==> src/clusterPkg.sv <==
package clusterPkg;

    localparam int DATA_WIDTH = 32;
    localparam int ADDR_WIDTH = 12;
    localparam int REG_COUNT  = 16;                // Set by the 4-bit register fields
    localparam int REG_IDX_W  = $clog2(REG_COUNT);

    // Instruction bits 31..29
    typedef enum logic [2:0] {
        Rtype = 3'd0,
        Itype = 3'd1,
        Mtype = 3'd2,
        Ctype = 3'd3,
        Ptype = 3'd4,
        Ftype = 3'd5
    } opClass;

    typedef enum logic [3:0] {
        ALU_ADD  = 4'd0,
        ALU_SUB  = 4'd1,
        ALU_MUL  = 4'd2,
        ALU_DIV  = 4'd3,                           // Reserved, decodes as ADD
        ALU_SLT  = 4'd4,
        ALU_SGT  = 4'd5,
        ALU_SEQ  = 4'd6,
        ALU_SNEZ = 4'd7,
        ALU_MIN  = 4'd8,
        ALU_ABS  = 4'd9,
        ALU_SLLI = 4'd10
    } aluOp;

    // C-type funct3 codes
    localparam logic [2:0] C_SYNC = 3'd6;
    localparam logic [2:0] C_EXIT = 3'd7;

    typedef enum logic {
        immI = 1'b0,
        immP = 1'b1
    } immSel;

    // One instruction word, three field layouts
    typedef union packed {
        struct packed {
            opClass          op;
            logic            predicate;
            logic [3:0]      rd;
            logic [3:0]      rs1;
            logic [3:0]      rs2;
            logic [1:0]      spare0;
            logic [3:0]      funct4;
            logic [9:0]      spare1;
        } rForm;
        struct packed {
            opClass          op;
            logic            predicate;
            logic [3:0]      rd;
            logic [3:0]      rs1;
            logic [5:0]      spare;
            logic [3:0]      funct4;
            logic [9:0]      imm10;
        } iForm;
        struct packed {
            opClass          op;
            logic            predicate;
            logic [3:0]      rd;
            logic [23:0]     imm24;
        } pForm;
    } instrWord;

    // Host address map
    localparam logic [ADDR_WIDTH-1:0] INSTR_ADDR  = 12'h000;
    localparam logic [ADDR_WIDTH-1:0] STATUS_ADDR = 12'h004;
    localparam logic [ADDR_WIDTH-1:0] REG_BASE    = 12'h100;
    localparam int                    LANE_SHIFT  = 6;   // 64 bytes per lane

    localparam logic [1:0] RESP_OKAY   = 2'b00;
    localparam logic [1:0] RESP_SLVERR = 2'b10;

endpackage

==> src/laneReadIf.sv <==
`timescale 1ns/1ps

interface laneReadIf #(
    parameter int NUM_LANES = 4
);

    logic [clusterPkg::REG_IDX_W-1:0]  regIdx;            // Same index to every lane
    logic [clusterPkg::DATA_WIDTH-1:0] data [NUM_LANES];  // One word per lane

    modport collector (output regIdx, input data);

    modport lane (input regIdx, output data);

endinterface

==> src/resultCollector.sv <==
`timescale 1ns/1ps

module resultCollector #(
    parameter int NUM_LANES = 4
) (
    input  logic                                clk,
    input  logic                                rst,
    input  logic [clusterPkg::ADDR_WIDTH-1:0]   arAddr,
    input  logic                                arValid,
    output logic                                arReady,
    output logic [clusterPkg::DATA_WIDTH-1:0]   rData,
    output logic [1:0]                          rResp,
    output logic                                rValid,
    input  logic                                rReady,
    laneReadIf.collector                        rdPort,
    input  logic                                exited
);

    localparam int AW = clusterPkg::ADDR_WIDTH;
    localparam int LS = clusterPkg::LANE_SHIFT;

    logic [AW-1:0]                      offset;
    logic [AW-LS-1:0]                   laneSel;
    logic                               isStatus;
    logic                               isReg;
    logic                               accept;
    logic [clusterPkg::DATA_WIDTH-1:0]  laneData;

    assign arReady = !rValid;
    assign accept  = arValid && arReady;

    // Register window: lane in the upper bits, register in bits 5..2
    assign offset        = arAddr - clusterPkg::REG_BASE;
    assign laneSel       = offset[AW-1:LS];
    assign rdPort.regIdx = offset[LS-1:2];

    assign isStatus = (arAddr == clusterPkg::STATUS_ADDR);
    assign isReg    = (arAddr >= clusterPkg::REG_BASE) && (arAddr[1:0] == 2'b00)
                      && (laneSel < NUM_LANES);

    always_comb begin
        laneData = '0;
        for (int i = 0; i < NUM_LANES; i++) begin
            if (laneSel == i) begin
                laneData = rdPort.data[i];
            end
        end
    end

    always_ff @(posedge clk) begin
        if (rst) begin
            rValid <= 1'b0;
        end else if (accept) begin
            rValid <= 1'b1;
        end else if (rReady) begin
            rValid <= 1'b0;
        end
    end

    always_ff @(posedge clk) begin
        if (accept) begin
            if (isStatus) begin
                rData <= {{(clusterPkg::DATA_WIDTH-1){1'b0}}, exited};   // Bit 0 is exited
                rResp <= clusterPkg::RESP_OKAY;
            end else if (isReg) begin
                rData <= laneData;
                rResp <= clusterPkg::RESP_OKAY;
            end else begin
                rData <= '0;
                rResp <= clusterPkg::RESP_SLVERR;
            end
        end
    end

    rHold: assert property (@(posedge clk) disable iff (rst)
        rValid && !rReady |=> rValid && $stable(rData) && $stable(rResp))
        else $error("resultCollector: read response changed before rReady");

endmodule

==> src/flat_wrapper.sv <==
// flat-port wrapper written by rule: the top's interface ports become plain ports
module resultCollector_flat 
#(
    parameter int NUM_LANES = 4
)
  (clk, rst, arAddr, arValid, arReady, rData, rResp, rValid, rReady, exited, rdPort_regIdx, rdPort_data);
  laneReadIf #(.NUM_LANES(NUM_LANES)) rdPort_i ();
  input  logic clk;
  input  logic rst;
  input  logic [clusterPkg::ADDR_WIDTH-1:0] arAddr;
  input  logic arValid;
  output logic arReady;
  output logic [clusterPkg::DATA_WIDTH-1:0] rData;
  output logic [1:0] rResp;
  output logic rValid;
  input  logic rReady;
  input  logic exited;
  output wire logic [$bits(rdPort_i.regIdx)-1:0] rdPort_regIdx;
  input wire logic [$bits(rdPort_i.data)-1:0] rdPort_data;
  assign rdPort_regIdx = rdPort_i.regIdx;
  assign rdPort_i.data = {>>{rdPort_data}};
  resultCollector #(.NUM_LANES(NUM_LANES)) u_core (.clk(clk), .rst(rst), .arAddr(arAddr), .arValid(arValid), .arReady(arReady), .rData(rData), .rResp(rResp), .rValid(rValid), .rReady(rReady), .rdPort(rdPort_i), .exited(exited));
endmodule
==> config.mk <==
export PLATFORM = sky130hd
export DESIGN_NAME = resultCollector_flat
export DESIGN_NICKNAME = d
export VERILOG_FILES = /design/src/clusterPkg.sv /design/src/laneReadIf.sv /design/src/resultCollector.sv /design/src/flat_wrapper.sv
export SDC_FILE = /design/constraint.sdc
export NUM_CORES = 1
export LEC_CHECK = 0
export BUFFER_PORTS_ARGS = -buffer_cell sky130_fd_sc_hd__buf_2
export CAP_MARGIN = 30
export CORE_MARGIN = 2
export CORE_UTILIZATION = 39
export DETAILED_ROUTE_END_ITERATION = 6
export PLACE_DENSITY = 0.81
export SETUP_SLACK_MARGIN = 0.15
export SLEW_MARGIN = 20
export SYNTH_ARGS = -nofsm -noshare
export SYNTH_HDL_FRONTEND = slang
export SYNTH_SLANG_ARGS = --single-unit
==> constraint.sdc <==
create_clock -name clk -period 2.8 [get_ports clk]
set_input_delay 0 -clock clk [delete_from_list [all_inputs] [get_ports clk]]
set_output_delay 0 -clock clk [all_outputs]
set_load 0.1 [all_outputs]
# Yosys cells after proc, flatten, opt, wreduce, memory -nomap -nowiden
# Cells that the tools add are included.
# classes
n_addsub	1
magnitude_cmp	2
eq_ne	4
n_mux	9
bitwise	1
n_reduce_logical	8
# op_table
op	count
32-bit two-way mux	4
12-bit by 3-bit == test with 1-bit output, second input constant	1
6-bit by 2-bit == test with 1-bit output, second input constant	2
12-bit by 9-bit >= comparator with 1-bit output, second input constant	1
12-bit by 9-bit subtractor with 12-bit output, second input constant	1
6-bit by 1-bit == test with 1-bit output, second input constant	1
6-bit logical NOT	1
6-bit by 3-bit < comparator with 1-bit output, second input constant	1
1-bit two-way mux	4
1-bit logical AND	3
2-bit logical NOT	1
2-bit two-way mux	1
2-bit nonzero test	1
2-bit OR reduction	1
1-bit logical NOT	1
1-bit inverter	1
# word_totals
regBits	35
in_bits	145

# Logic depth before layout (Yosys ltp)
# Gate-level depths: netlist of the first run.
# logic_depth
ltp_word	8
mapped_depth	6
mapped_depth_nobuf	3

# Worst setup path after synthesis of the first run
# OpenSTA, ideal clock, no wires.
# synth_timing
path_type	register -> register
startpoint	register u_core.rValid
endpoint	register u_core.rData[0] in the netlist's numbering, enable pin
t_arrival_ps	2307
required_time_ps	2373
setup_slack_ps	66
stages_incl_launch_ff	2
n_path_buf	0
period_less_slack_ps	2734
cell_sequence	dfxtp_1 nor2b_1
# synth_via
elab_chain_cells	2
# synth_rtl
item	line_no	text
start, declared	resultCollector.sv:13	output logic rValid,
start signal, assigned	resultCollector.sv:52	rValid <= 1'b0;
start signal, assigned	resultCollector.sv:54	rValid <= 1'b1;
start signal, assigned	resultCollector.sv:56	rValid <= 1'b0;
1-bit logical NOT	resultCollector.sv:29	assign arReady = !rValid;
1-bit logical AND	resultCollector.sv:30	assign accept = arValid && arReady;
named net u_core.accept	resultCollector.sv:26	logic accept;
end signal, assigned	resultCollector.sv:63	rData <= {{(clusterPkg::DATA_WIDTH-1){1'b0}}, exited};
end signal, assigned	resultCollector.sv:66	rData <= laneData;
end, declared	resultCollector.sv:11	output logic [clusterPkg::DATA_WIDTH-1:0] rData,
# The timed path passes the listed nets, and every way through them passes these cells.
# A chain may end at the register's enable or synchronous reset.

# Final worst setup path of the first run
# layout_timing
startpoint	register u_core.rValid
endpoint	register u_core.rValid
# layout_via
elab_chain_cells	3
# layout_rtl
item	line_no
1-bit logical NOT *	resultCollector.sv:29
1-bit logical AND *	resultCollector.sv:30
1-bit two-way mux / 2-bit nonzero test (equally long branches)	n/a
# Mark *: on every way between the ends. The rest lies on a longest branch, timed or not.

==> metrics.csv, run 1 <==
metric,value,unit
firstDrtPassIters,4,
num_rows,27,
hold_viol,0,
grt_pass1_vias,2303,
cts.path.max_buffers,2,
gp_congestion,0.796,
synth_area_per_cell,11.1,µm²
p_per_area,445,nW/µm²
h-tree-depth,2,
wirelength,6890,µm
die-area,6380,µm²
utilization,58.4,%
critPathCaptureType,flop,
crit_path_max_fanout,5,
r2r_end,u_core.rValid,
drive_gt1_share,61.4,%
rrSetupSlack,1.44,ns
fp.coreArea,5540,µm²
grt_setup_unrepaired,no,
die_x,79.8,µm
route.detailed.drc,0,
grt_use_total,21.3,%
synthesis.nets,348,
root_buffer,clkbuf_8,
num_vias,2313,
io_buffers,183,
grt_pass1_wl,10500,µm
cts_resized,0,
num_io_pins,185,
worst_slew_pin_slew,0.703,ns
clkLatencyLatePin,0.28,ns
synth_seq_cells,34,
hold_slack,0.0365,ns
fin_nets,520,
reg2reg_from,u_core.rValid,
ir_drop,0.179,mV
diodes,0,
critPathMaxStageDelay,0.59,ns
crit_slowest_cell,dlygate4sd3_1,
slew_headroom,52.8,%
seq_area_frac_synth,45.1,%
grt_overflow,0,
yosys-top-cells-area,"edfxtp_1 44%, mux2_2 16%, o211ai_1 10%",
die_h,79.8,µm
start_util,40.5,%
synth_cell_type_count,25,
drv_cap,0,
cts_tree,built,
worstPathArrival,1.58,ns
required,3.02,ns
hold_start,exited,
antenna_found_initial,1,
wl_per_cell,15.4,µm
drv_slew,0,
cts_made_buffers,5,
clkTransAtPathRegs,0.07,ns
min_period,1.36,ns
cp_cell_sequence,nor2_1 -> a211oi_1 -> dlygate4sd3_1,
ant_nets,0,
syn_area,2240,µm²
setup_violations,0,
holdPathEnd,u_core.rData[0],
reg2regPathDepth,3,
critical_path.startpoint_type,flop,
yosysWarningCount,0,
leakage,0.00145,µW
viasPerCell,5.16,
hold_depth,3,
yosysTopAreaCell,edfxtp_1,
synth_top_area_share,44.2,%
syn_to_final_growth,44.2,%
cts_num_sinks,34,
status,finished clean,
timing.fmax,0.734,GHz
criticalPathCategory,flop to flop,
setup_tns,0,ns
first_iter_violations,70,
fin_skew,0.00249,ns
grt_max_degree,35,
holdCritPathClass,input pin to flop,
dp_hpwl,5160,µm
fin_crit_sh,48.6,%
synthesis.instances,203,
[through the flow]
stage                     instance area [µm²]  setup WS (ns)  power [µW]  instances
after floorplan                          2250          0.686         965        203
after global routing                     3230           1.32        1500        448
after global placement                   3110           1.28        1100        437
after detailed placement                 3110           1.17        1100        437
after CTS                                3210           1.26        1450        447
final                                    3230           1.44        1440        448
[layout make-up]
type                            count  area [µm²]
Clock buffer                        5        68.8
Clock inverter                      3        11.3
Fill cell                         486        2310
Inverter                            2        7.51
Multi-Input combinational cell    140        1040
Sequential cell                    34        1010
Tap cell                           72        90.1
Timing Repair Buffer              192        1010
[per-layer routing]
| layer | global-route usage, % | part of all wire, % | up-vias | wire (µm) |
|---|---|---|---|---|
| met5 | 0 | 0 | - | 0 |
| met4 | 7.46 | 1.6 | 0 | 107 |
| met3 | 5.32 | 8.4 | 12 | 577 |
| met2 | 39.6 | 51 | 124 | 3540 |
| met1 | 23.3 | 39 | 1047 | 2660 |
| li1 | - | - | 1130 | - |
[worst max-delay path by stage]
stage / to / startpoint / cells after the start / slack [ns]
after floorplan: u_core.rData[0] / u_core.rValid / 1 / 0.69
after global placement: u_core.rData[22] / arAddr[11] / 5 / 1.28
after detailed placement: u_core.rData[18] / arAddr[7] / 5 / 1.17
after CTS: u_core.rData[30] / u_core.rValid / 1 / 1.26
after global routing: u_core.rData[4] / arAddr[7] / 5 / 1.32
final: u_core.rValid / u_core.rValid / 3 / 1.44
[layout by cell type, fill, tap and decap left out, types with 2 or more instances in the layout]
cell	netlist	routed
clkbuf_8	0	5
buf_2	8	183
inv_1	2	2
edfxtp_1	33	33
nor2_1	31	31
mux2_2	32	32
o211ai_1	31	31
clkinv_1	0	3
dlygate4sd3_1	0	2
buf_4	7	6
o22ai_1	32	32
[cell usage after synthesis (all sizes together)]
library cell / number
nand3: 1
o22ai: 32
nor2: 31
o22a: 1
nand2b: 1
nand4bb: 1
conb: 1
a211oi: 1
nor4b: 1
edfxtp: 33
o2111a: 1
o211ai: 31
mux2: 32
buf: 26
clkbuf: 1
inv: 2
nand2: 1
nor2b: 2
and2: 1
nor4: 2
dfxtp: 1
[where the power goes]
part	internal (µW)	leakage [µW]	switching, µW
registers	585	0.000332	8.04
clock network	166	0.0000407	173
logic	159	0.00108	349
[worst max-delay path: cells and delay by family, from the launching register on]
kind,cells,cell delay (ns)
simple gates,1,0.08
flops,1,0.44
compound gates,1,0.20
buf+inv,1,0.59
[sequential cells by signal (all words and copies together), names as in the netlist]
register       flops
u_core.rResp       1
u_core.rValid      1
u_core.rData      32
[what timing repair did]
action | CTS | global route
hold buffers | 2 | 0
setup buffers | 0 | 0
hold endpoints to repair | 1 | 0
[cells by family (layout without fill, tap and decap cells)]
| family | Yosys count | after routing | synth area share, % |
|---|---|---|---|
| compound gates | 66 | 66 | 20.5 |
| simple gates | 41 | 41 | 9.04 |
| flops | 34 | 34 | 45.1 |
| mux | 32 | 32 | 16.1 |
| buf+inv | 29 | 202 | 9.15 |
| other cells | 1 | 1 | 0.167 |
(Power assumes the default switching activity.)
==> inputs of run 2 (changes only) <==
- clock period: 2.8 -> 1.37 ns (I/O delays scaled with it)
==> run 2 against run 1 <==
  * Final cell count grew 1.1%
  * Via count grew 4.1%
  * Critical endpoint is now arReady
  * Critical path depth shrank 1
  * Final area grew 2.3%
==> metrics.csv, run 2 (synthesized netlist as in run 1, its figures left out) <==
metric,value,unit,change
largest_reg_flops,32,,unchanged
fin_cells,453,,was 448
syn_to_final_growth,47.5,%,was 44.2%
fin_nets,525,,was 520
grt_pass1_wl,11100,µm,was 10500 µm
timing.fmax,0.913,GHz,
grt_setup_unrepaired,no,,unchanged
grt_pass1_vias,2397,,was 2303
wirelength,7330,µm,was 6890 µm
io_buffers,183,,unchanged
wl_per_cell,16.2,µm,was 15.4 µm
regMostFlops,u_core.rData,,unchanged
p_per_area,896,nW/µm²,was 445 nW/µm²
grt_use_total,22.8,%,was 21.3%
ir_drop,0.395,mV,was 0.179 mV
start_util,40.5,%,unchanged
required,1.37,ns,was 3.02 ns
num_io_pins,185,,unchanged
crit_slowest_cell,buf_2,,was dlygate4sd3_1
critPathCaptureType,primary output,,was flop
grt_max_degree,34,,was 35
grt_overflow,0,,unchanged
worstPathArrival,1.10,ns,was 1.58 ns
fin_crit_sh,80.0,%,
diodes,0,,unchanged
reg2reg_from,u_core.rValid,,unchanged
status,finished clean,,unchanged
fp.coreArea,5540,µm²,unchanged
criticalPathCategory,flop to primary output,,was flop to flop
cts.path.max_buffers,2,,unchanged
clkTransAtPathRegs,0.06,ns,was 0.07 ns
final_area,3310,µm²,was 3230 µm²
cts_tree,built,,unchanged
critical_path.startpoint_type,flop,,unchanged
fillers,485,,was 486
mostFrequentLayoutCells,"183 x buf_2, 33 x edfxtp_1, 32 x mux2_2, 32 x o22ai_1",,unchanged
crit_path_max_fanout,5,,unchanged
hold_viol,0,,unchanged
fin_skew,0.00788,ns,was 0.00249 ns
ant_nets,0,,unchanged
cts-hold-fix-buffers,3,,was 2
num_vias,2408,,was 2313
cp_cell_sequence,inv_1 -> buf_2,,was nor2_1 -> a211oi_1 -> dlygate4sd3_1
viasPerCell,5.32,,was 5.16
firstDrtPassIters,4,,unchanged
critPathMaxStageDelay,0.41,ns,was 0.59 ns
antenna_found_initial,0,,was 1
cts_made_buffers,5,,unchanged
drv_slew,0,,unchanged
dp_hpwl,5640,µm,was 5160 µm
route.detailed.drc,0,,unchanged
leakage,0.00149,µW,was 0.00145 µW
first_iter_violations,107,,was 70
reg_top3,"u_core.rData: 32 flops, u_core.rResp: 1 flops, u_core.rValid: 1 flops",,unchanged
drv_cap,0,,unchanged
cts_setup_buffers,0,,unchanged
num_rows,27,,unchanged
drive_gt1_share,62.2,%,was 61.4%
worst_setup_path_startpoint,u_core.rValid,,unchanged
min_period,1.10,ns,
h-tree-depth,2,,unchanged
gp_congestion,0.854,,was 0.796
die-area,6380,µm²,unchanged
placed_cell_area,3200,µm²,was 3110 µm²
root_buffer,clkbuf_8,,unchanged
critPathTopFamily,buffers and inverters,,unchanged
die_x,79.8,µm,unchanged
utilization,59.7,%,was 58.4%
cts_resized,0,,unchanged
fin_total_pwr,2970,µW,was 1440 µW
die_h,79.8,µm,unchanged
setup_slack,0.274,ns,was 1.44 ns
setup_violations,0,,unchanged
cts_num_sinks,34,,unchanged
critPathBufInv,2,,was 1
clkLatencyLatePin,0.28,ns,about the same
placedCellCount,442,,was 437
hold_start,exited,,unchanged
final_common_cell,buf_2,,unchanged
holdCritPathClass,input pin to flop,,unchanged
pre_cts_slack,0.158,ns,was 1.17 ns
## run 2: cell count changes in the layout (fill, tap and decap cells not counted), sizes merged
cell | previous run | this run
clkbuf | 5 | 6
buf | 190 | 194
dlygate4sd3 | 2 | 3
clkinv | 3 | 2
## run 2: area by class of cell
class | instances | area (µm²) | area share, %
clock inverter | 2 | 8.76 | 0.265
tap | 72 | 90.1 | 2.72
timing repair buffer | 197 | 1080 | 32.6
sequential | 34 | 1010 | 30.7
multi-input combinational | 140 | 1040 | 31.3
clock buffer | 6 | 72.6 | 2.19
inverter | 2 | 7.51 | 0.227
## run 2: tightest hold or removal path, stage by stage
cell and delay [ns]:
buf_2 0.08, inv_1 0.04, o22ai_1 0.10
## run 2: path summary, 6_finish.rpt
kind                           end  cells after the start  slack, ns
setup / recovery           arReady                      2       0.27
hold / removal     u_core.rData[0]                      3       0.07
setup reg to reg  u_core.rData[21]                      2       0.35
hold reg to reg      u_core.rValid                      1       0.49
## run 2: where the power goes
| group | switching (µW) | leakage, µW | internal (µW) |
|---|---|---|---|
| Combinational | 723 | 0.00111 | 343 |
| Clock | 339 | 0.0000426 | 349 |
| Sequential | 18.0 | 0.000332 | 1200 |
| Total | 1080 | 0.00149 | 1890 |
## run 2: layer usage
layer | wire (µm) | share of wire, % | track usage [%]
met1 | 2860 | 39 | 25.9
met2 | 3710 | 51 | 41.9
met5 | 0 | 0 | 0
met3 | 587 | 8.0 | 4.75
met4 | 173 | 2.4 | 8.47
## run 2: metrics by stage
step	hold slack (ns)	setup TNS, ns
CTS	0.0523	0
floorplan	0.0687	-1.17
finish	0.0698	0
detailed placement	0.173	0
global placement	0.155	0
global route	0.0650	0
