--- config.mk ---
export PLATFORM = sky130hd
export DESIGN_NAME = issueFrontend_flat
export DESIGN_NICKNAME = d
export VERILOG_FILES = /design/src/clusterPkg.sv /design/src/laneCmdIf.sv /design/src/controlUnit.sv /design/src/issueFrontend.sv /design/src/flat_wrapper.sv
export SDC_FILE = /design/constraint.sdc
export NUM_CORES = 1
export LEC_CHECK = 0
export ABC_AREA = 0
export BUFFER_PORTS_ARGS = -buffer_cell sky130_fd_sc_hd__buf_2
export CORE_MARGIN = 3
export CORE_UTILIZATION = 25
export CTS_CLUSTER_DIAMETER = 100
export CTS_CLUSTER_SIZE = 16
export DETAILED_ROUTE_END_ITERATION = 8
export GPL_TIMING_DRIVEN = 0
export PLACE_DENSITY = 0.47
export RECOVER_POWER = 50
export SYNTH_ARGS = -nofsm -noshare
export SYNTH_HDL_FRONTEND = slang
export SYNTH_SLANG_ARGS = --single-unit
--- constraint.sdc ---
create_clock -name clk -period 3.45 [get_ports clk]
set_clock_uncertainty 0.05 [all_clocks]
set_input_delay 0.1725 -clock clk [delete_from_list [all_inputs] [get_ports clk]]
set_output_delay 0.1725 -clock clk [all_outputs]
set_load 0.01 [all_outputs]
--- src/clusterPkg.sv ---
package clusterPkg;

    localparam int DATA_WIDTH = 32;
    localparam int ADDR_WIDTH = 12;
    localparam int REG_COUNT  = 16;                // Set by the 4-bit register fields
    localparam int REG_IDX_W  = $clog2(REG_COUNT);

    // Instruction bits 31..29
    typedef enum logic [2:0] {
        Rtype = 3'd0,
        Itype = 3'd1,
        Mtype = 3'd2,
        Ctype = 3'd3,
        Ptype = 3'd4,
        Ftype = 3'd5
    } opClass;

    typedef enum logic [3:0] {
        ALU_ADD  = 4'd0,
        ALU_SUB  = 4'd1,
        ALU_MUL  = 4'd2,
        ALU_DIV  = 4'd3,                           // Reserved, decodes as ADD
        ALU_SLT  = 4'd4,
        ALU_SGT  = 4'd5,
        ALU_SEQ  = 4'd6,
        ALU_SNEZ = 4'd7,
        ALU_MIN  = 4'd8,
        ALU_ABS  = 4'd9,
        ALU_SLLI = 4'd10
    } aluOp;

    // C-type funct3 codes
    localparam logic [2:0] C_SYNC = 3'd6;
    localparam logic [2:0] C_EXIT = 3'd7;

    typedef enum logic {
        immI = 1'b0,
        immP = 1'b1
    } immSel;

    // One instruction word, three field layouts
    typedef union packed {
        struct packed {
            opClass          op;
            logic            predicate;
            logic [3:0]      rd;
            logic [3:0]      rs1;
            logic [3:0]      rs2;
            logic [1:0]      spare0;
            logic [3:0]      funct4;
            logic [9:0]      spare1;
        } rForm;
        struct packed {
            opClass          op;
            logic            predicate;
            logic [3:0]      rd;
            logic [3:0]      rs1;
            logic [5:0]      spare;
            logic [3:0]      funct4;
            logic [9:0]      imm10;
        } iForm;
        struct packed {
            opClass          op;
            logic            predicate;
            logic [3:0]      rd;
            logic [23:0]     imm24;
        } pForm;
    } instrWord;

    // Host address map
    localparam logic [ADDR_WIDTH-1:0] INSTR_ADDR  = 12'h000;
    localparam logic [ADDR_WIDTH-1:0] STATUS_ADDR = 12'h004;
    localparam logic [ADDR_WIDTH-1:0] REG_BASE    = 12'h100;
    localparam int                    LANE_SHIFT  = 6;   // 64 bytes per lane

    localparam logic [1:0] RESP_OKAY   = 2'b00;
    localparam logic [1:0] RESP_SLVERR = 2'b10;

endpackage

--- src/laneCmdIf.sv ---
`timescale 1ns/1ps

interface laneCmdIf;

    logic                                  valid;       // One-cycle pulse
    clusterPkg::aluOp                      aluOp;
    logic                                  useImm;
    logic                                  regWrite;
    logic                                  predicated;  // Gate on r15 bit 0
    logic [clusterPkg::REG_IDX_W-1:0]      rd;
    logic [clusterPkg::REG_IDX_W-1:0]      rs1;
    logic [clusterPkg::REG_IDX_W-1:0]      rs2;
    logic [clusterPkg::DATA_WIDTH-1:0]     imm;

    modport issue (
        output valid, aluOp, useImm, regWrite, predicated, rd, rs1, rs2, imm
    );

    modport lane (
        input valid, aluOp, useImm, regWrite, predicated, rd, rs1, rs2, imm
    );

endinterface

--- src/controlUnit.sv ---
`timescale 1ns/1ps

module controlUnit (
    input  clusterPkg::instrWord instr,
    output clusterPkg::aluOp     aluOp,
    output logic                 useImm,
    output logic                 immKind,
    output logic                 regWrite,
    output logic                 exit,
    output logic                 legal
);

    logic [3:0] funct4;
    logic [2:0] funct3;

    assign funct4 = instr.rForm.funct4;
    assign funct3 = instr.rForm.funct4[2:0];

    always_comb begin
        // Defaults describe an illegal word
        aluOp    = clusterPkg::ALU_ADD;
        useImm   = 1'b0;
        immKind  = clusterPkg::immI;
        regWrite = 1'b0;
        exit     = 1'b0;
        legal    = 1'b0;

        case (instr.rForm.op)
            clusterPkg::Rtype: begin
                case (funct4)
                    clusterPkg::ALU_SUB,
                    clusterPkg::ALU_MUL,
                    clusterPkg::ALU_SLT,
                    clusterPkg::ALU_SGT,
                    clusterPkg::ALU_SEQ,
                    clusterPkg::ALU_SNEZ,
                    clusterPkg::ALU_MIN,
                    clusterPkg::ALU_ABS: aluOp = clusterPkg::aluOp'(funct4);
                    default:             aluOp = clusterPkg::ALU_ADD;  // DIV lands here too
                endcase
                regWrite = 1'b1;
                legal    = 1'b1;
            end

            clusterPkg::Itype: begin
                case (funct4)
                    clusterPkg::ALU_MUL:  aluOp = clusterPkg::ALU_MUL;
                    clusterPkg::ALU_SLLI: aluOp = clusterPkg::ALU_SLLI;
                    default:              aluOp = clusterPkg::ALU_ADD;
                endcase
                useImm   = 1'b1;
                regWrite = 1'b1;
                legal    = 1'b1;
            end

            clusterPkg::Ptype: begin
                // ABS of a zero-extended immediate is the immediate itself
                aluOp    = clusterPkg::ALU_ABS;
                useImm   = 1'b1;
                immKind  = clusterPkg::immP;
                regWrite = 1'b1;
                legal    = 1'b1;
            end

            clusterPkg::Ctype: begin
                if (funct3 == clusterPkg::C_SYNC) begin
                    legal = 1'b1;                                   // Nothing to wait for
                end else if (funct3 == clusterPkg::C_EXIT) begin
                    exit  = 1'b1;
                    legal = 1'b1;
                end
            end

            default: begin
                // Memory and floating-point classes keep the defaults
            end
        endcase
    end

    always_comb begin
        assert final (legal || (!regWrite && !exit))
            else $error("controlUnit: side effect on an illegal word");
    end

endmodule

--- src/issueFrontend.sv ---
`timescale 1ns/1ps

module issueFrontend (
    input  logic                                clk,
    input  logic                                rst,
    input  logic [clusterPkg::ADDR_WIDTH-1:0]   awAddr,
    input  logic                                awValid,
    output logic                                awReady,
    input  logic [clusterPkg::DATA_WIDTH-1:0]   wData,
    input  logic                                wValid,
    output logic                                wReady,
    output logic [1:0]                          bResp,
    output logic                                bValid,
    input  logic                                bReady,
    laneCmdIf.issue                             cmd,
    output logic                                exited
);

    clusterPkg::instrWord                word;
    clusterPkg::aluOp                    decOp;
    logic                                decUseImm;
    logic                                decImmKind;
    logic                                decRegWrite;
    logic                                decExit;
    logic                                decLegal;
    logic                                accept;
    logic                                writeOk;
    logic [clusterPkg::DATA_WIDTH-1:0]   immValue;

    assign word = wData;

    controlUnit decoder (
        .instr    (word),
        .aluOp    (decOp),
        .useImm   (decUseImm),
        .immKind  (decImmKind),
        .regWrite (decRegWrite),
        .exit     (decExit),
        .legal    (decLegal)
    );

    // Address and data are taken together, one word in flight
    assign accept  = awValid && wValid && !bValid;
    assign awReady = accept;
    assign wReady  = accept;

    assign writeOk = (awAddr == clusterPkg::INSTR_ADDR) && !exited && decLegal;

    always_comb begin
        if (decImmKind == clusterPkg::immP) begin
            immValue = {{(clusterPkg::DATA_WIDTH-24){1'b0}}, word.pForm.imm24};
        end else begin
            immValue = {{(clusterPkg::DATA_WIDTH-10){word.iForm.imm10[9]}}, word.iForm.imm10};
        end
    end

    always_ff @(posedge clk) begin
        if (rst) begin
            bValid    <= 1'b0;
            cmd.valid <= 1'b0;
            exited    <= 1'b0;
        end else begin
            cmd.valid <= accept && writeOk;                 // Single pulse, lanes never stall
            if (accept) begin
                bValid <= 1'b1;
                exited <= exited || (writeOk && decExit);
            end else if (bReady) begin
                bValid <= 1'b0;
            end
        end
    end

    // Response and command payload, held until the next accepted write
    always_ff @(posedge clk) begin
        if (accept) begin
            bResp          <= writeOk ? clusterPkg::RESP_OKAY : clusterPkg::RESP_SLVERR;
            cmd.aluOp      <= decOp;
            cmd.useImm     <= decUseImm;
            cmd.regWrite   <= decRegWrite;
            cmd.predicated <= word.rForm.predicate;
            cmd.rd         <= word.rForm.rd;
            cmd.rs1        <= word.rForm.rs1;
            cmd.rs2        <= word.rForm.rs2;
            cmd.imm        <= immValue;
        end
    end

    bHold: assert property (@(posedge clk) disable iff (rst)
        bValid && !bReady |=> bValid && $stable(bResp))
        else $error("issueFrontend: write response changed before bReady");

endmodule

--- src/flat_wrapper.sv ---
// flat-port wrapper written by rule: the top's interface ports become plain ports
module issueFrontend_flat 
  (clk, rst, awAddr, awValid, awReady, wData, wValid, wReady, bResp, bValid, bReady, exited, cmd_valid, cmd_aluOp, cmd_useImm, cmd_regWrite, cmd_predicated, cmd_rd, cmd_rs1, cmd_rs2, cmd_imm);
  laneCmdIf cmd_i ();
  input  logic clk;
  input  logic rst;
  input  logic [clusterPkg::ADDR_WIDTH-1:0] awAddr;
  input  logic awValid;
  output logic awReady;
  input  logic [clusterPkg::DATA_WIDTH-1:0] wData;
  input  logic wValid;
  output logic wReady;
  output logic [1:0] bResp;
  output logic bValid;
  input  logic bReady;
  output logic exited;
  output wire logic [$bits(cmd_i.valid)-1:0] cmd_valid;
  output wire logic [$bits(cmd_i.aluOp)-1:0] cmd_aluOp;
  output wire logic [$bits(cmd_i.useImm)-1:0] cmd_useImm;
  output wire logic [$bits(cmd_i.regWrite)-1:0] cmd_regWrite;
  output wire logic [$bits(cmd_i.predicated)-1:0] cmd_predicated;
  output wire logic [$bits(cmd_i.rd)-1:0] cmd_rd;
  output wire logic [$bits(cmd_i.rs1)-1:0] cmd_rs1;
  output wire logic [$bits(cmd_i.rs2)-1:0] cmd_rs2;
  output wire logic [$bits(cmd_i.imm)-1:0] cmd_imm;
  assign cmd_valid = cmd_i.valid;
  assign cmd_aluOp = cmd_i.aluOp;
  assign cmd_useImm = cmd_i.useImm;
  assign cmd_regWrite = cmd_i.regWrite;
  assign cmd_predicated = cmd_i.predicated;
  assign cmd_rd = cmd_i.rd;
  assign cmd_rs1 = cmd_i.rs1;
  assign cmd_rs2 = cmd_i.rs2;
  assign cmd_imm = cmd_i.imm;
  issueFrontend u_core (.clk(clk), .rst(rst), .awAddr(awAddr), .awValid(awValid), .awReady(awReady), .wData(wData), .wValid(wValid), .wReady(wReady), .bResp(bResp), .bValid(bValid), .bReady(bReady), .cmd(cmd_i), .exited(exited));
endmodule
Yosys cells after proc, flatten, opt, wreduce, memory -nomap -nowiden
Cells that the tools add are included.
Word-level totals
  bits of input ports: 49
  register bits: 49
  word-level logic and storage cells: 57
  output and inout bits: 58
Operators by class
  equal/unequal tests: 14
  reductions and logical operators: 15
  multiplexer cells: 15
Operator list (count)
  24-bit 2-to-1 mux: 1
  4-bit by 3-bit equality test with 1-bit output (second input constant): 4
  4-bit equality test (second input constant): 3
  12-bit logical NOT: 1
  4-bit one-hot mux with 3 select lines: 1
  3-bit equality test (second input constant): 3
  1-bit 2-to-1 mux: 9
  4-bit one-hot mux with 2 select lines: 1
  8-bit OR reduction: 1
  1-bit logical AND: 6
  4-bit by 1-bit equality test with 1-bit output (second input constant): 1
  4-bit by 2-bit equality test with 1-bit output (second input constant): 1
  4-bit 2-to-1 mux: 1
  3-bit by 1-bit equality test with 1-bit output (second input constant): 1
  3-bit by 2-bit equality test with 1-bit output (second input constant): 1
  3-bit logical NOT: 1
  3-bit OR reduction: 1
  1-bit logical NOT: 2
  2-bit 2-to-1 mux: 1
  1-bit one-hot mux with 2 select lines: 1
  2-bit nonzero test: 1
  2-bit OR reduction: 1
  1-bit logical OR: 1

Depth between registers and ports, before layout
  word-level depth: 7
  mapped depth: 5
  mapped depth without buffers: 3

Cells and area by module
A second synthesis with hierarchy kept.
Unflattened totals
  cell total of the unflattened synthesis: 128
  area total of the unflattened synthesis: 1920.6 um^2
Modules (own cells, without submodules)
  issueFrontend: cells each 103, instances 1, sequential area each 1411.4 um^2, area each 1734.2 um^2
  controlUnit: cells each 25, instances 1, sequential area each 0.0 um^2, area each 186.4 um^2

Worst setup path after synthesis
OpenSTA, ideal clock, no wires.
  path kind: reg-to-output
  start: reg u_core.bValid
  end: out wReady
  path buffers: 1
  required time: 3227 ps
  setup slack: 1417 ps
  stages on the path, launching flop included: 4
  data arrival time: 1811 ps
  cells stage by stage: dfxtp_1 -> nand3b_1 -> inv_1 -> buf_4
Between the ends
  longest elaborated chain between the ends: 2
Ends and longest elaborated chain
  start, declared: line issueFrontend.sv:13  | output logic bValid,
  start signal, assigned: line issueFrontend.sv:59  | bValid <= 1'b0;
  start signal, assigned: line issueFrontend.sv:65  | bValid <= 1'b1;
  start signal, assigned: line issueFrontend.sv:68  | bValid <= 1'b0;
  1-bit logical NOT: line issueFrontend.sv:43  | assign accept = awValid && wValid && !bValid;
  1-bit logical AND: line issueFrontend.sv:43
  end, declared: line flat_wrapper.sv:12  | output logic wReady;
No other way between the ends.

Final worst setup path
Ends and elaborated chain as after synthesis.

==> results by stage <==
GRT:
- The number of global-route vias before repair came to 1445.
- The global router's overall resource usage is 0.106.
- The global-route wire length before repair is 7160 um.
- Global routing finished with a remaining overflow of 0.
- The number of antenna violations at the first check in global routing came to 0.
- Entering global routing, the biggest net connects 36 pins.

Detailed routing:
- For this run, the detailed router's first-pass iteration total came to 4.
- The number of vias per cell is 4.21.
- The violation count after the first detailed-route iteration is 31.
- The detailed router placed 1422 vias in this run.
- After detailed routing, the number of remaining DRC violations is 0.
- In this run the remaining antenna-violating nets after routing total 0.
- Dividing the detail-routed wire length by the instance count gives 14.0 um.
- The total routed wirelength is 4730 um.

Power:
- In this run the static leakage power is 0.000996 uW.
- Overall power consumption after layout is estimated at 1150 uW.
- The share of total power dissipated in sequential elements is 0.587.
- The worst supply voltage drop on vdd is 0.000144 V.
- The combinational share of power is 0.129.
- The share of total power dissipated in the clock network is 0.284.
- In this run the power spent charging and discharging nets is 271 uW.
- Power spread over the standard cell area amounts to 423 nW/um2.
- Cell internal power was estimated by the tool at 876 uW.
- Of the total power, the share spent switching nets is 0.236.

Hold path:
- The number of cells traversed by the worst hold path is 1.
- In this run the most critical hold path is launched from wData[19].
- The worst min-delay path category is input pin to flop.
- The path with the worst hold slack has its endpoint at u_core.cmd.rs2[3].

Placed design:
- The placer's final routability congestion estimate is 0.686.
- The number of buffer cells added on primary ports is 102.
- The final HPWL from detailed placement is 3300 um.

Logic synthesis:
- After technology mapping, the gate count stands at 113.
- Of the post-synthesis cell area, the dominant cell type holds 0.714.
- The arithmetic-cell share of the synthesized area counting full adders, half adders and majority gates is 0.
- Of the total synthesized cell area, the portion taken by XOR and XNOR cells is 0.00463.
- Yosys attributes the largest share of cell area to edfxtp_1, a31o_2, buf_4, dfxtp_1, nand3b_1.
- Each instance of the synthesized netlist takes up on average 16.7 um2.
- The commonest cells after synthesis are edfxtp_1, a31o_2, buf_4.
- Yosys mapped a number of flops with a built-in enable equal to 45.
- The sequential element share of the synthesized area is 0.746.
- Summed over all instances, the cell type with the most area after synthesis is edfxtp_1.
- The post-synthesis cell type count is 31.
- The post-synthesis cell area is 1890 um2.
- The predominant post-synthesis flop cell is edfxtp_1.
- For this run, the number of Yosys warnings is 0.
- In this run, synthesis produced a sequential element count of 48.
- The largest family of logic cells by synthesized area is compound AO/OA/AOI/OAI gates.
- The share of cell area taken by muxes after synthesis is 0.0106.
- The most frequent cell after synthesis is edfxtp_1.
- The net count after synthesis is 162.
- Of the total synthesized cell area, the portion taken by AND, OR, NAND and NOR gates is 0.0668.
- The compound-gate portion of the synthesized area is 0.108.
- The post-synthesis async set-or-reset flop share is 0.

Finish:
- The total area of multi-input combinational cells is 363 um2.
- The register area is 1410 um2.
- From synthesis to final layout, the design area changed by 43.5%.
- The repair_antennas step left the layout with diodes totalling 0.
- The number of nets in the finished design is 287.
- Of the cells placed in the final design, the portion with a size suffix greater than 1 is 0.372.
- Fill cells in the final layout number 740.

Timing:
- Setup repair after global routing left no endpoint under its margin.
- Of the available clock period, the critical path in the final layout requires 0.556.
- The total count of hold-check failures in the final report is 0.
- Setup total negative slack on the finished layout was measured at 0 ps.
- The final count of pins violating max slew is 0.
- The transition time at the pin with the least slew margin is 524 ps.
- In this run the tightest slew margin relative to its limit is 0.651.
- The smallest clock period supported by the final layout is computed as 1920 ps.
- Derived from the worst setup path, the maximum achievable clock frequency is 0.521 GHz.
- Setup violations remaining at the end of the flow were counted as 0.

Critical path:
- The worst register-to-register path ends at u_core.cmd.imm[8].
- The beginning of the worst register-to-register path is u_core.bValid.
- STA classifies the critical path endpoint as an output port.
- The critical setup path kind is flop to output port.
- The required time of the critical path is 3230 ps.
- The worst setup path is launched from a flop.
- In this run the worst path has a maximum fanout of 35.
- Setup slack on the worst reg-to-reg path comes out at 1940 ps.
- The worst register-to-register path has a depth of 3.
- The data arrival time of the critical path is 1700 ps.

CTS:
- The maximum count of clock buffers along a single path is 2.
- The number of clock buffers added by TritonCTS is 5.
- The insertion delay to the later sink of the worst-skew pair is 290 ps.
- The H-tree depth is 2.
- After clock tree synthesis, the clock-pin slew on the worst setup and hold paths is 90 ps.
- The setup fix buffers added after clock tree synthesis is 0.
- The clock sink count is 48.
- The library cell used as clock root buffer is clkbuf_8.
- The CTS tree is built.

Outcome:
- The flow ran to the end, and the final reports show no timing, DRC or antenna violations.

Floorplanning:
- The I/O pin count is 107.
- The die width is 93.0 um.
- The floorplan has 31 rows.
- For this configuration, the core starts out at a cell density of 0.259.
- The die area is 8650 um2.
- The core region is 7290 um2.
- The die extent in y is 93.0 um.

Run:
- The number of max-cap violations is 0.
==> kinds of logic after synthesis <==
family | after synthesis
DFF | 48
xor gates and xnor gates | 1
other | 1
AOI/OAI and AO/OA | 24
buffers and inverters | 18
muxes | 2
and+or+nand+nor | 19
==> through the flow <==
stage	worst slack (ps)	area, um2	hold WS, ps	util	instances
final	1530	2710	35.5	0.372	338
after global placement	906	2530	300	0.346	314
after global routing	1400	2710	34.1	0.372	338
after CTS	1490	2780	6.63	0.382	338
after detailed placement	1840	2550	301	0.349	315
after floorplan	1420	1890	191	-	113
==> cells in the final DEF, fill, tap and decap left out, types with 2 or more instances in the layout <==
master,synthesis,final
clkbuf_1,1,57
buf_2,4,50
edfxtp_1,45,45
dlygate4sd3_1,0,15
a31o_2,14,14
buf_4,10,10
clkbuf_8,0,5
nand3b_1,3,3
a21oi_1,3,3
nor3_1,3,3
dfxtp_1,3,3
nor2_1,2,2
mux2i_1,2,2
and3_1,2,2
nor4_1,2,2
clkinvlp_4,0,2
==> critical path, stage by stage, from the launching register on <==
cell and delay [ps]:
dfxtp_1 330, nand3b_1 240, inv_2 310, buf_12 250, buf_4 130, buf_2 110
==> how the worst max path moves through the flow <==
stage	startpoint	endpoint	slack [ps]
6_report	u_core.bValid	wReady	1530
5_1_grt	u_core.bValid	wReady	1400
4_1_cts	u_core.bValid	wReady	1490
3_5_place_dp	u_core.bValid	wReady	1840
3_3_place_gp	u_core.bValid	wReady	910
2_1_floorplan	u_core.bValid	wReady	1420
==> routing by layer <==
metal,wire length (um),share of wire,track usage
met3,550,0.12,0.0362
met5,0,0,0
met2,2060,0.43,0.173
met4,0,0,0.0256
met1,2120,0.45,0.135
==> sequential cells by signal (all words and copies together), names as in the netlist <==
register	flops
u_core.cmd.valid	1
u_core.cmd.useImm	1
u_core.cmd.rs2	4
u_core.cmd.predicated	1
u_core.cmd.rd	4
u_core.exited	1
u_core.cmd.regWrite	1
u_core.cmd.imm	25
u_core.cmd.aluOp	4
u_core.bValid	1
u_core.bResp	1
u_core.cmd.rs1	4
==> power groups by stage <==
stage | combinational, uW | clock, uW | sequential, uW
2_1_floorplan | 56.9 | 0 | 701
3_5_place_dp | 143 | 0 | 686
4_1_cts | 157 | 343 | 673
5_1_grt | 164 | 362 | 676
3_3_place_gp | 140 | 0 | 687
6_report | 148 | 326 | 673
==> what timing repair did <==
item / CTS / global route
resized for setup: 0 / 0
endpoints found under the hold margin: 15 / 0
hold buffers: 15 / 0
==> layout make-up <==
class	count	share of cell area
Tap cell	99	0.0456
Buffer	16	0.0396
Clock inverter	3	0.00692
Inverter	2	0.00277
Clock buffer	5	0.0254
Timing Repair Buffer	118	0.226
Sequential cell	48	0.520
Multi-Input combinational cell	47	0.134
No activity file was read; power rests on OpenSTA's default activity.
